**src/verilog/core_config.svh**
```systemverilog
`ifndef CORE_CONFIG_SVH
`define CORE_CONFIG_SVH

// issue queue entries, also the input credits the sender holds after reset
`define CORE_QUEUE_DEPTH 4

// store credits held by execute after reset
`define CORE_STORE_CREDITS 2

`endif

```
**src/verilog/core_pkg.sv**
```systemverilog
`default_nettype none

package core_pkg;

    typedef logic [31:0] word_t;

    typedef logic [2:0] reg_index_t;

    // codes outside this list execute as NOP
    typedef enum logic [5:0]
    {
        NOP   = 6'd0,
        ADD   = 6'd1,
        ADDC  = 6'd2,
        SUB   = 6'd3,
        AND   = 6'd4,
        OR    = 6'd5,
        XOR   = 6'd6,
        SHL   = 6'd7,
        SHR   = 6'd8,
        LDI   = 6'd9,
        CMPEQ = 6'd10,
        CMPLT = 6'd11,
        SEL   = 6'd12,
        STORE = 6'd13
    } opcode_e;

    // bit 31 down to bit 0
    typedef struct packed
    {
        logic [15:0] value;
        logic        hl;
        reg_index_t  rd;
        reg_index_t  rb;
        reg_index_t  ra;
        opcode_e     opcode;
    } instr_t;

endpackage

`default_nettype wire

```
**src/verilog/core_ifs.sv**
```systemverilog
`timescale 1ns/100ps
`default_nettype none

// register file read side, combinational
interface rd_port_if;
    core_pkg::reg_index_t ra;
    core_pkg::reg_index_t rb;
    core_pkg::word_t      a_data;
    core_pkg::word_t      b_data;
    logic                 flag_a;
    logic                 flag_b;

    modport regs (input ra, rb, output a_data, b_data, flag_a, flag_b);
    modport reader (output ra, rb, input a_data, b_data, flag_a, flag_b);
endinterface

// writeback from execute, also the bypass source for decode
interface wb_if;
    logic                 enable;
    core_pkg::reg_index_t index;
    core_pkg::word_t      data;
    logic                 flag;

    modport source (output enable, index, data, flag);
    modport sink (input enable, index, data, flag);
    modport monitor (input enable, index, data, flag);
endinterface

// execute input register, owned by decode
interface stage_if;
    logic                 valid;
    core_pkg::opcode_e    opcode;
    core_pkg::reg_index_t rd;
    logic                 hl;
    logic [15:0]          value;
    core_pkg::word_t      a;
    core_pkg::word_t      b;
    logic                 flag_a;
    logic                 stall;

    modport source (output valid, opcode, rd, hl, value, a, b, flag_a, input stall);
    modport sink (input valid, opcode, rd, hl, value, a, b, flag_a, output stall);
endinterface

`default_nettype wire

```
**src/verilog/issue_queue.sv**
```systemverilog
`timescale 1ns/100ps
`default_nettype none
`include "core_config.svh"

module issue_queue
(
    input  logic              clock,
    input  logic              arst_n,
    input  logic              instr_valid,
    input  core_pkg::word_t   instr,
    output logic              in_credit,
    output logic              head_valid,
    output core_pkg::instr_t  head,
    input  logic              pop
);

    localparam int DEPTH = `CORE_QUEUE_DEPTH;
    localparam int PTR_W = (DEPTH > 1) ? $clog2(DEPTH) : 1;
    localparam int CNT_W = $clog2(DEPTH + 1);

    core_pkg::word_t  mem [DEPTH];
    logic [PTR_W-1:0] wr_ptr;
    logic [PTR_W-1:0] rd_ptr;
    logic [CNT_W-1:0] count;

    assign head_valid = (count != '0);
    assign head       = core_pkg::instr_t'(mem[rd_ptr]);

    // sender never exceeds its credits, so no full check
    always_ff @(posedge clock)
    begin
        if (instr_valid)
        begin
            mem[wr_ptr] <= instr;
        end
    end

    always_ff @(posedge clock or negedge arst_n)
    begin
        if (!arst_n)
        begin
            wr_ptr    <= '0;
            rd_ptr    <= '0;
            count     <= '0;
            in_credit <= 1'b0;
        end
        else
        begin
            if (instr_valid)
            begin
                wr_ptr <= (wr_ptr == PTR_W'(DEPTH - 1)) ? '0 : wr_ptr + 1'b1;
            end
            if (pop)
            begin
                rd_ptr <= (rd_ptr == PTR_W'(DEPTH - 1)) ? '0 : rd_ptr + 1'b1;
            end
            case ({instr_valid, pop})
                2'b10:   count <= count + 1'b1;
                2'b01:   count <= count - 1'b1;
                default: count <= count;
            endcase
            // one credit back per popped entry
            in_credit <= pop;
        end
    end

endmodule

`default_nettype wire

```
**src/verilog/reg_file.sv**
```systemverilog
`timescale 1ns/100ps
`default_nettype none

module reg_file
(
    input  logic      clock,
    input  logic      arst_n,
    rd_port_if.regs   rd,
    wb_if.sink        wb
);

    core_pkg::word_t regs  [8];
    logic [7:0]      flags;

    always_ff @(posedge clock or negedge arst_n)
    begin
        if (!arst_n)
        begin
            for (int i = 0; i < 8; i++)
            begin
                regs[i] <= '0;
            end
            flags <= '0;
        end
        else if (wb.enable)
        begin
            regs[wb.index]  <= wb.data;
            flags[wb.index] <= wb.flag;
        end
    end

    // both ports read without a clock, bypass lives in decode
    assign rd.a_data = regs[rd.ra];
    assign rd.b_data = regs[rd.rb];
    assign rd.flag_a = flags[rd.ra];
    assign rd.flag_b = flags[rd.rb];

endmodule

`default_nettype wire

```
**src/verilog/decode_stage.sv**
```systemverilog
`timescale 1ns/100ps
`default_nettype none

module decode_stage
(
    input  logic              clock,
    input  logic              arst_n,
    input  logic              head_valid,
    input  core_pkg::instr_t  head,
    output logic              pop,
    rd_port_if.reader         rd,
    wb_if.monitor             wb,
    stage_if.source           ex
);

    logic            hit_a;
    logic            hit_b;
    core_pkg::word_t a_value;
    core_pkg::word_t b_value;
    logic            a_flag;

    assign rd.ra = head.ra;
    assign rd.rb = head.rb;

    // the instruction in execute writes at the same edge we capture
    assign hit_a = wb.enable && (wb.index == head.ra);
    assign hit_b = wb.enable && (wb.index == head.rb);

    assign a_value = hit_a ? wb.data : rd.a_data;
    assign b_value = hit_b ? wb.data : rd.b_data;
    assign a_flag  = hit_a ? wb.flag : rd.flag_a;

    assign pop = head_valid && !ex.stall;

    always_ff @(posedge clock or negedge arst_n)
    begin
        if (!arst_n)
        begin
            ex.valid <= 1'b0;
        end
        else if (!ex.stall)
        begin
            ex.valid <= head_valid;
        end
    end

    // payload only moves on a pop, held through a stall
    always_ff @(posedge clock)
    begin
        if (pop)
        begin
            ex.opcode <= head.opcode;
            ex.rd     <= head.rd;
            ex.hl     <= head.hl;
            ex.value  <= head.value;
            ex.a      <= a_value;
            ex.b      <= b_value;
            ex.flag_a <= a_flag;
        end
    end

endmodule

`default_nettype wire

```
**src/verilog/execute_stage.sv**
```systemverilog
`timescale 1ns/100ps
`default_nettype none
`include "core_config.svh"

module execute_stage
(
    input  logic             clock,
    input  logic             arst_n,
    stage_if.sink            ex,
    wb_if.source             wb,
    output logic             store_valid,
    output core_pkg::word_t  store_address,
    output core_pkg::word_t  store_data,
    input  logic             store_credit
);

    localparam int STORE_CREDITS = `CORE_STORE_CREDITS;
    localparam int CREDIT_W      = $clog2(STORE_CREDITS + 1);

    logic [CREDIT_W-1:0] credits;
    logic                is_store;
    logic                store_fire;
    logic                carry_in;
    logic [32:0]         sum;
    core_pkg::word_t     result;
    logic                result_flag;
    logic                writes_reg;

    assign is_store   = ex.valid && (ex.opcode == core_pkg::STORE);
    assign ex.stall   = is_store && (credits == '0);
    assign store_fire = is_store && (credits != '0);

    assign carry_in = (ex.opcode == core_pkg::ADDC) ? ex.flag_a : 1'b0;
    assign sum      = {1'b0, ex.a} + {1'b0, ex.b} + {32'b0, carry_in};

    always_comb
    begin
        result      = '0;
        result_flag = 1'b0;
        writes_reg  = 1'b1;
        case (ex.opcode)
            core_pkg::ADD, core_pkg::ADDC:
            begin
                result      = sum[31:0];
                result_flag = sum[32];
            end
            core_pkg::SUB:
            begin
                result      = ex.a - ex.b;
                result_flag = (ex.a < ex.b);
            end
            core_pkg::AND:
            begin
                result      = ex.a & ex.b;
                result_flag = (result == '0);
            end
            core_pkg::OR:
            begin
                result      = ex.a | ex.b;
                result_flag = (result == '0);
            end
            core_pkg::XOR:
            begin
                result      = ex.a ^ ex.b;
                result_flag = (result == '0);
            end
            core_pkg::SHL:
            begin
                result      = ex.a << ex.b[4:0];
                result_flag = (result == '0);
            end
            core_pkg::SHR:
            begin
                result      = ex.a >> ex.b[4:0];
                result_flag = (result == '0);
            end
            // hl keeps the low half of ra and loads the upper half
            core_pkg::LDI:
            begin
                result = ex.hl ? {ex.value, ex.a[15:0]} : {16'b0, ex.value};
            end
            core_pkg::CMPEQ:
            begin
                result_flag = (ex.a == ex.b);
                result      = {31'b0, result_flag};
            end
            core_pkg::CMPLT:
            begin
                result_flag = (ex.a < ex.b);
                result      = {31'b0, result_flag};
            end
            core_pkg::SEL:
            begin
                result      = ex.flag_a ? ex.a : ex.b;
                result_flag = ex.flag_a;
            end
            default:
            begin
                writes_reg = 1'b0;
            end
        endcase
    end

    assign wb.enable = ex.valid && writes_reg && !ex.stall;
    assign wb.index  = ex.rd;
    assign wb.data   = result;
    assign wb.flag   = result_flag;

    // a credit returned this cycle counts from the next one
    always_ff @(posedge clock or negedge arst_n)
    begin
        if (!arst_n)
        begin
            credits     <= CREDIT_W'(STORE_CREDITS);
            store_valid <= 1'b0;
        end
        else
        begin
            case ({store_credit, store_fire})
                2'b10:   credits <= credits + 1'b1;
                2'b01:   credits <= credits - 1'b1;
                default: credits <= credits;
            endcase
            store_valid <= store_fire;
        end
    end

    always_ff @(posedge clock)
    begin
        if (store_fire)
        begin
            store_address <= ex.a + {16'b0, ex.value};
            store_data    <= ex.b;
        end
    end

endmodule

`default_nettype wire

```
**src/verilog/stream_core.sv**
```systemverilog
`timescale 1ns/100ps
`default_nettype none

module stream_core
(
    input  logic             clock,
    input  logic             arst_n,
    input  logic             instr_valid,
    input  core_pkg::word_t  instr,
    output logic             in_credit,
    output logic             store_valid,
    output core_pkg::word_t  store_address,
    output core_pkg::word_t  store_data,
    input  logic             store_credit
);

    logic             head_valid;
    core_pkg::instr_t head;
    logic             pop;

    rd_port_if rd_port ();
    wb_if      wb ();
    stage_if   stage ();

    issue_queue queue
    (
        .clock       (clock),
        .arst_n      (arst_n),
        .instr_valid (instr_valid),
        .instr       (instr),
        .in_credit   (in_credit),
        .head_valid  (head_valid),
        .head        (head),
        .pop         (pop)
    );

    decode_stage decode
    (
        .clock      (clock),
        .arst_n     (arst_n),
        .head_valid (head_valid),
        .head       (head),
        .pop        (pop),
        .rd         (rd_port.reader),
        .wb         (wb.monitor),
        .ex         (stage.source)
    );

    reg_file regs
    (
        .clock  (clock),
        .arst_n (arst_n),
        .rd     (rd_port.regs),
        .wb     (wb.sink)
    );

    execute_stage execute
    (
        .clock         (clock),
        .arst_n        (arst_n),
        .ex            (stage.sink),
        .wb            (wb.source),
        .store_valid   (store_valid),
        .store_address (store_address),
        .store_data    (store_data),
        .store_credit  (store_credit)
    );

endmodule

`default_nettype wire

```
**config.mk**
```make
export PLATFORM = sky130hd
export DESIGN_NAME = stream_core
export DESIGN_NICKNAME = d
export VERILOG_FILES = /design/src/verilog/core_pkg.sv /design/src/verilog/core_ifs.sv /design/src/verilog/issue_queue.sv /design/src/verilog/reg_file.sv /design/src/verilog/decode_stage.sv /design/src/verilog/execute_stage.sv /design/src/verilog/stream_core.sv
export VERILOG_INCLUDE_DIRS = /design/src /design/src/verilog
export SDC_FILE = /design/constraint.sdc
export NUM_CORES = 2
export LEC_CHECK = 0
export BUFFER_PORTS_ARGS = -buffer_cell sky130_fd_sc_hd__buf_2
export CAP_MARGIN = 10
export CORE_ASPECT_RATIO = 0.6
export CORE_UTILIZATION = 65
export DETAILED_ROUTE_END_ITERATION = 16
export HOLD_SLACK_MARGIN = 0.03
export PLACE_DENSITY = 0.83
export SYNTH_ARGS = -nofsm -noshare
export SYNTH_HDL_FRONTEND = slang
export SYNTH_SLANG_ARGS = --single-unit
```
**constraint.sdc**
```tcl
create_clock -name clock -period 12.4 [get_ports clock]
set_clock_uncertainty 0.05 [all_clocks]
set_input_delay 1.86 -clock clock [delete_from_list [all_inputs] [get_ports clock]]
set_output_delay 1.86 -clock clock [all_outputs]
set_load 0.02 [all_outputs]
```
==> metrics <==
period utilization=between 40% and 50%; Net Switching=~5300 µW; hold_buf cts=0; Final GP Congestion=roughly 1.1; Post-CTS Repair Setup Buffers=0; status=finished, violations left; initial antenna violation count=7; post-DP HPWL=89000 µm; total die area=56000 µm²; clk buf depth=3; adder-cell area share of the yosys netlist=4.48%; area delta synth->final=7.70%; first-pass GRT wire length=slightly below 200000 µm; Setup TNS Final=0 ns; Slew headroom=-0.244%; worst vdd ir=0.235 mV; Main synth FF type=edfxtp_1; library cells used by synthesis=97; largest family of logic cells by synthesized area=multiplexers; standby leakage power=0.0151 µW; Min-Delay Endpoint=regs.flags[7]$_DFFE_PN0P_; layout cells sized above 1=a little under 20%; Register-to-Register Path Depth=14; Via density=7.71; starting density of the core=between 60% and 70%; DRC Markers=0; largest net degree at the start of global routing=~180; Clock Sinks=559; internal power=5960 µW; nets=3387; failing checks=max-capacitance violations, max-slew violations; commonest cells in the netlist=nand2_1 (404), o21ai_0 (328), edfxtp_1 (283); total power draw=around 11000 µW; Critical R2R Launch=decode.ex.opcode[2]$_DFFE_PP_; Ys Warns=0; synthesized area per cell=11.0 µm²; post-synth top area cell=edfxtp_1; fraction of registers with async set/reset=about half; sequential share of the synthesized area=43.1%; Setup crit end kind=flip-flop; clk_lat worst skew=0.64 ns; H-Tree Depth=2; switch share=46.9%; Final Util=71.0%; Worst Path Required=approximately 13 ns; worst path arrival time=about 6.3 ns; top-area cell type share of the netlist area=23.7%; Post-synth EDFFs=283; RSZ-0062 raised after global routing=false; grt total ovfl=0; Hold Vio Cnt, Final=0; r2r setup slk=~6.4 ns; register clock-pin slew on the reported worst setup and hold paths=0.06 ns; maximum capacitance violations=1; hold path cells=1; post-synth net total=~3400; drt initial violations=5635; Ports=102; Die Wd=305 µm; top cells by area, synth=edfxtp_1 (24%), dfrtp_1 (19%), mux4_2 (15%); WL/cell=33.0 µm; Setup Crit Path Kind=reg2reg; clock share of power=around 15%; vias in the first global route=29000; Non-Filler Instances=3990; Hold Crit Start=regs.flags[7]$_DFFE_PN0P_; placed cells=3885; count leader, synth=nand2_1; Setup crit start kind=flip-flop; Min Clock Period, post-route=6.05 ns; placement row count=66; vias after detailed routing=30800; final setup fails=0; Die H=184 µm; Max Fclk=around 170 MHz; Cells after Synth=3252; fin. max-slew vios=1; synthesized area=35800 µm²; root buffer cell=clkbuf_16; antenna viol nets, final=0; Post-Synth Simple-Gate Area=10.8%; post-synthesis mux area share=a little over a fifth; Synth Area in Compound Gates=between 10% and 20%; HP Class=reg2reg; First-pass DRT Iterations=10; CORE AREA=roughly 54000 µm²; CTS tree=done; sequential power share=31.0%; power per standard cell area=between 200 and 300 nW/µm²; Yosys reg bits=around 560; critical-path maximum fanout=10; worst-margin pin slew=1.48 ns; PostCTS Resize Cnt=0; FF-to-FF End=decode.ex.b[14]$_DFFE_PP_; xor-xnor portion of the synthesized cell area=1.05%; combinational share of power=54.0%; TritonCTS buffer count=51; I/O Buffers=around 100; Fillers=3615; routed wire length=~130000 µm; GRT Overall Usage=46.8%
-- cell type report --
class                      count  area (µm²)  share of cell area, %
multi-input combinational   2321       18900                   49.0
antenna                        7        17.5                 0.0455
clock inverter                20         250                  0.649
sequential                   559       15400                   40.0
clock buffer                  76        1510                   3.93
timing repair buffer         180        1140                   2.95
tap                          714         893                   2.32
inverter                     113         424                   1.10
-- power by group through the flow --
stage	Combinational, µW	Sequential, µW	Clock [µW]
2_1_floorplan	4100	3070	0
3_3_place_gp	5570	3340	0
4_1_cts	5800	3410	1680
5_1_grt	6320	3500	1750
3_5_place_dp	5720	3420	0
6_report	6060	3480	1680
-- metal layers --
layer | global-route usage (%) | vias up | wire (µm)
li1 | - | 12300 | -
met1 | 66.1 | 15100 | 49900
met2 | 65.9 | 2862 | 55300
met3 | 18.1 | 460 | 21100
met4 | 16.0 | 4 | 5390
met5 | 2.76 | - | 208
-- kinds of logic (layout without fill, tap and decap cells) --
logic type,after synthesis,in the layout
AOI/OAI and AO/OA,862,862
and+or+nand+nor,846,846
DFF,559,559
muxes,445,445
buffers and inverters,372,389
adders and majority gates,125,125
xor gates and xnor gates,43,43
other,0,7
-- registers in the layout, indices dropped and copies added, names as in the netlist, 2 cells and up --
name,cells
decode.ex.b,32
regs.flags,8
regs.regs,256
decode.ex.value,16
decode.ex.opcode,6
queue.rd_ptr,2
decode.ex.a,32
execute.store_data,32
execute.credits,2
execute.store_address,32
queue.wr_ptr,2
decode.ex.rd,3
queue.mem,128
queue.count,3
-- how the worst max path moves through the flow --
| stage | slack, ns | end | startpoint |
|---|---|---|---|
| 2_1_floorplan | 5.61 | queue.count[2]$_DFFE_PN0P_ | decode.ex.opcode[1]$_DFFE_PP_ |
| 3_3_place_gp | 6.88 | decode.ex.b[14]$_DFFE_PP_ | decode.ex.opcode[2]$_DFFE_PP_ |
| 3_5_place_dp | 6.82 | decode.ex.b[14]$_DFFE_PP_ | decode.ex.opcode[2]$_DFFE_PP_ |
| 4_1_cts | 6.77 | decode.ex.b[14]$_DFFE_PP_ | decode.ex.opcode[2]$_DFFE_PP_ |
| 5_1_grt | 6.32 | decode.ex.b[14]$_DFFE_PP_ | decode.ex.opcode[2]$_DFFE_PP_ |
| 6_report | 6.35 | decode.ex.b[14]$_DFFE_PP_ | decode.ex.opcode[2]$_DFFE_PP_ |
-- stage by stage --
step                setup slack [ns]  hold slack, ns  cell area (µm²)
detailed placement              6.82           0.423            36700
floorplan                       5.61           0.393            35800
global placement                6.88           0.406            36700
global route                    6.32           0.464            38500
finish                          6.35           0.438            38500
CTS                             6.77           0.440            38500
-- placed cells by master, fill, tap and decap left out, types with 18 or more instances in the layout --
cell type / n
nor2_1: 158
buf_4: 75
nand3_1: 37
or2_2: 18
a21o_1: 26
clkbuf_16: 53
o21a_1: 20
o211ai_1: 27
mux4_2: 230
a21oi_1: 151
o21ai_0: 328
nor4_1: 20
a221oi_1: 31
mux2i_1: 116
nand2_1: 404
nand4_1: 26
mux2_2: 87
ha_1: 120
edfxtp_1: 283
and2_1: 19
o22ai_1: 46
xnor2_1: 38
buf_2: 101
dfrtp_1: 274
a221o_1: 20
nor3_1: 51
nand2b_1: 18
nor2b_1: 24
a211oi_1: 37
inv_1: 110
a31oi_1: 20
-- worst max-delay path, stage by stage, from the launching register on --
cell,delay (ns)
edfxtp_1,0.66
nor4_1,1.00
nand3_1,0.30
fa_1,0.48
inv_1,0.08
fa_1,0.21
a21oi_1,0.09
o21bai_1,0.43
a31oi_1,0.26
o21ai_0,0.61
a31oi_1,0.25
o21ai_0,0.20
a31oi_1,0.18
a311oi_2,0.73
o21ai_0,0.20
Power figures use the tool's default switching activity.
